<file path="src/gs_defs.svh">
`ifndef GS_DEFS_SVH
`define GS_DEFS_SVH

// ---------------------------------------------------------------------------
// fixed point format, signed Q8.8
// ---------------------------------------------------------------------------
`define GS_DATA_W     16
`define GS_FRAC_BITS  8

// near plane depth in Q8.8, roughly 0.2
`define GS_NEAR_Z     16'sh0033

// ---------------------------------------------------------------------------
// pipeline
// ---------------------------------------------------------------------------
// strobe in to strobe out, in clock cycles
`define GS_LATENCY    4

`endif

</file>
<file path="src/gs_pkg.sv">
`default_nettype none

`include "gs_defs.svh"

package gs_pkg;

  typedef logic signed [`GS_DATA_W-1:0] fxp_t;  // one Q8.8 word

  typedef struct packed {
    fxp_t x;
    fxp_t y;
    fxp_t z;
  } vec3_t;

  // row major, r0 is the top row
  typedef struct packed {
    vec3_t r0;
    vec3_t r1;
    vec3_t r2;
  } mat3_t;

  typedef struct packed {
    mat3_t rot;
    vec3_t trans;
  } view_mat_t;

  typedef struct packed {
    vec3_t     point;     // world space position
    view_mat_t view;
    vec3_t     scale;
    fxp_t      modifier;  // global scale modifier
    mat3_t     rotation;
  } gaussian_t;

  // upper triangle of the symmetric 3d covariance
  typedef struct packed {
    fxp_t xx;
    fxp_t xy;
    fxp_t xz;
    fxp_t yy;
    fxp_t yz;
    fxp_t zz;
  } cov3_t;

  typedef struct packed {
    vec3_t p_view;
    cov3_t cov;
  } splat_t;

  // full signed product, back to Q8.8, low word kept
  function automatic fxp_t fxp_mul(fxp_t a, fxp_t b);
    logic signed [2*`GS_DATA_W-1:0] prod;
    prod = a * b;
    return fxp_t'(prod >>> `GS_FRAC_BITS);
  endfunction

  function automatic fxp_t vec_at(vec3_t v, int unsigned idx);
    case (idx)
      0:       return v.x;
      1:       return v.y;
      default: return v.z;
    endcase
  endfunction

  function automatic vec3_t row_at(mat3_t m, int unsigned idx);
    case (idx)
      0:       return m.r0;
      1:       return m.r1;
      default: return m.r2;
    endcase
  endfunction

endpackage

`default_nettype wire

</file>
<file path="src/splat_emit.sv">
`default_nettype none

module splat_emit (
  input  logic           clk_i,
  input  logic           rst_n_i,
  input  logic           vt_valid_i,   // both branches are aligned on this strobe
  input  gs_pkg::vec3_t  p_view_i,
  input  logic           culled_i,
  input  gs_pkg::cov3_t  cov_i,
  output logic           out_valid_o,
  output gs_pkg::splat_t out_splat_o,
  output logic [15:0]    cull_count_o
);

  logic keep;
  logic drop;

  assign keep = vt_valid_i & ~culled_i;
  assign drop = vt_valid_i & culled_i;

  // ---------------------------------------------------------------------------
  // output strobe and cull counter
  // ---------------------------------------------------------------------------
  always_ff @(posedge clk_i or negedge rst_n_i) begin
    if (!rst_n_i) begin
      out_valid_o  <= 1'b0;
      cull_count_o <= '0;
    end else begin
      out_valid_o <= keep;
      if (drop) begin
        cull_count_o <= cull_count_o + 16'd1;  // wraps at 16 bits
      end
    end
  end

  // joined payload, only loaded for a splat that survives
  always_ff @(posedge clk_i) begin
    if (keep) begin
      out_splat_o <= '{p_view: p_view_i, cov: cov_i};
    end
  end

endmodule

`default_nettype wire

</file>
<file path="config.mk">
export PLATFORM = sky130hd
export DESIGN_NAME = splat_emit
export DESIGN_NICKNAME = d
export VERILOG_FILES = /design/src/gs_pkg.sv /design/src/splat_emit.sv
export VERILOG_INCLUDE_DIRS = /design/src
export SDC_FILE = /design/constraint.sdc
export NUM_CORES = 1
export LEC_CHECK = 0
export ABC_AREA = 1
export BUFFER_PORTS_ARGS = -buffer_cell sky130_fd_sc_hd__buf_2
export CAP_MARGIN = 25
export CORE_MARGIN = 2
export CORE_UTILIZATION = 30
export DETAILED_ROUTE_END_ITERATION = 10
export PLACE_DENSITY = 0.69
export SYNTH_ARGS = -nofsm -noshare
export SYNTH_HDL_FRONTEND = slang
export SYNTH_SLANG_ARGS = --single-unit
</file>
<file path="constraint.sdc">
create_clock -name clk_i -period 2.5 [get_ports clk_i]
set_input_delay 0.125 -clock clk_i [delete_from_list [all_inputs] [get_ports clk_i]]
set_output_delay 0.125 -clock clk_i [all_outputs]
set_load 0.005 [all_outputs]
</file>
==> impl_metrics.toml <==
[route]
avgViaCountPerCell = 4.127
routedWlPerCell_um = 15.92
ant_nets = 0
drc_errors = 0
first_pass_iters = 4
drt-initial-drc-count = 153
num_vias = 4011
wirelength_um = 15480

[setup_path]
start_kind = "flop"
worstPathCellList = "ha_1 -> nand3_1 -> nor3_4 -> nand4_1 -> nand2_1 -> inv_1"
crit_type = "flop to flop"
crit_path_end_kind = "flop"
critPathBufInv = 1
cpMaxStageDelayCell = "dfrtp_1"
cp.required_ns = 2.81
worstPathMaxFanout = 5
max_stage_delay_ns = 0.41
cp.arrival_ns = 1.64
cp_top_family = "simple AND/OR/NAND/NOR gates"

[outcome]
outcome = "finished clean"

[logic_synthesis]
synth_area_leader_cell = "edfxtp_1"
synth.top_cell.area_share_pct = 82.40
synth_nets = 406
synth-seq-area-share_pct = 90.51
synth_edf_count = 144
synth-seq-cells = 161
yosys_most_used_dff = "edfxtp_1"
syn-cell-area_sq_um = 5248
syn_area_per_cell_sq_um = 20.42
yosys-top-cells-area = "edfxtp_1, dfrtp_1, nand2_1"
yosysUniqueCellTypes = 18
netlist_instances = 257
synth.yosys.warnings = 0
yosysMostFrequentCell = "edfxtp_1"
async_flop_share_pct = 10.56
yosys-top-cells-count = "edfxtp_1, nand2_1, inv_1"

[global_routing]
grt_use_total_pct = 16.00
grt_max_degree = 64
grt_util_met2_pct = 29.09
met1_usage_pct = 16.81
antenna_found_initial = 1
grtUsageMet3_pct = 4.884
busiest_layer = "met2"
overflow = 0
grt_pass1_wl_um = 21740
grt_pass1_vias = 4137

[floorplan]
rows = 48
die_height_um = 136.3
start_util_pct = 30.55
die_w_um = 136.3
dieArea_sq_um = 18570
ioPinCount = 309
design.core.area_sq_um = 17180

[sta]
fin_crit_ns = 1.327
whs_ns = 0.04282
rsz0062_at_grt = "false"
fin_skew_ns = 0.006408
final_max_slew_viol_count = 0
fmax_mhz = 753.5
finalCritPeriodShare_pct = 53.09
worst_slew_pin_slew_ns = 0.5744
relSlewSlack_pct = 61.61
hold_violations = 0
finalSetupViolCount = 0
tns_ns = 0

[final_layout]
drive_gt1_share_pct = 47.86
finalNonFillerCells = 972
syn2layout_area_growth_pct = 75.11
final_cell_area_sq_um = 9189
multi_input_area_sq_um = 426.7
regArea_sq_um = 4750
final_nets = 882
nFillCells = 1392

[pwr]
p_total_mw = 6.632
power_leakage_nw = 3.993
cellPowerDensity_nw_per_um2 = 721.7
ir_worst_vdd_mv = 0.4949

[placed_design]
place_area_sq_um = 7146
numPortBuffers = 308
finalWeightedCongestion = 0.8210
dp_cells = 794
place_hpwl_um = 10130

[cts]
ctsHoldBuffers = 145
cts_setup_buffers = 0
cts_inserted_buffers = 17
htreeDepth = 4
cts_resized = 0
clockRootBuffer = "clkbuf_16"
clock-sinks = 161
path_clk_slew_ns = 0.07
cts_tree = "built"
clock_path_buffers = 2
worstSkewPairLatency_ns = 0.41

[worst_hold_path]
hp-class = "input port to flop"

[job]
cap_violations = 0
-- cell usage in the layout (no fill, tap or decap), types with 3 or more instances in the layout --
master / netlist / routed
edfxtp_1: 144 / 144
dlygate4sd3_1: 0 / 145
buf_2: 0 / 308
clkbuf_16: 0 / 17
inv_8: 0 / 4
nand3_1: 4 / 4
inv_6: 0 / 5
xnor2_1: 3 / 3
nand4_1: 5 / 5
nand2_2: 4 / 4
nor2_1: 15 / 14
inv_1: 19 / 18
nand2_1: 28 / 28
dfrtp_1: 17 / 17
xor2_1: 7 / 7
-- worst paths after layout --
kind | from | end | slack [ns] | cells after the start
max | cull_count_o[1]$_DFFE_PN0P_ | cull_count_o[12]$_DFFE_PN0P_ | 1.17 | 6
min | culled_i | out_valid_o$_DFF_PN0_ | 0.04 | 2
max reg2reg | cull_count_o[1]$_DFFE_PN0P_ | cull_count_o[12]$_DFFE_PN0P_ | 1.17 | 6
min reg2reg | cull_count_o[13]$_DFFE_PN0P_ | cull_count_o[13]$_DFFE_PN0P_ | 0.51 | 2
max in group asynchronous | rst_n_i | cull_count_o[15]$_DFFE_PN0P_ | 2.05 | 2
min in group asynchronous | rst_n_i | cull_count_o[12]$_DFFE_PN0P_ | 0.16 | 2
-- state kept, by name, indices dropped and copies added, names as in the netlist --
register and count:
out_splat_o 144, out_valid_o 1, cull_count_o 16
-- report_power, final --
group / total (mW) / switching (mW) / internal, mW
Combinational: 0.776 / 0.348 / 0.429
Sequential: 3.29 / 0.120 / 3.17
Clock: 2.57 / 1.14 / 1.42
-- worst reg2reg max path: stages (launching register included) --
cell,delay [ns]
dfrtp_1,0.41
ha_1,0.22
nand3_1,0.15
nor3_4,0.22
nand4_1,0.12
nand2_1,0.08
inv_1,0.03
-- cell type report --
type	count	area share [%]
Sequential cell	161	51.69
Timing Repair Buffer	457	33.17
Multi-Input combinational cell	75	4.643
Clock buffer	17	4.630
Tap cell	225	3.064
Clock inverter	15	1.784
Inverter	21	0.9940
Antenna cell	1	0.02723
-- kinds of logic (layout without fill, tap and decap cells) --
| logic type | Yosys count | count (layout) | synth area share (%) |
|---|---|---|---|
| other | 0 | 1 | 0 |
| xor gates and xnor gates | 10 | 10 | 1.669 |
| buffers and inverters | 21 | 510 | 1.502 |
| DFF | 161 | 161 | 90.51 |
| and+or+nand+nor | 64 | 64 | 6.080 |
| adders and majority gates | 1 | 1 | 0.2384 |
-- per-stage QoR --
| stage | utilization [%] | setup slack, ns |
|---|---|---|
| 2_1_floorplan | - | -0.1923 |
| 3_3_place_gp | 41.60 | 0.9437 |
| 3_5_place_dp | 41.60 | 0.9210 |
| 4_1_cts | 53.48 | 1.172 |
| 5_1_grt | 53.50 | 1.054 |
| 6_report | 53.50 | 1.173 |
-- layer usage --
metal	up-vias	part of all wire (%)
li1	1897	-
met2	179	52
met4	0	2.8
met5	-	0
met1	1910	37
met3	25	7.4
Note: power is estimated with default switching activity, not from simulation.
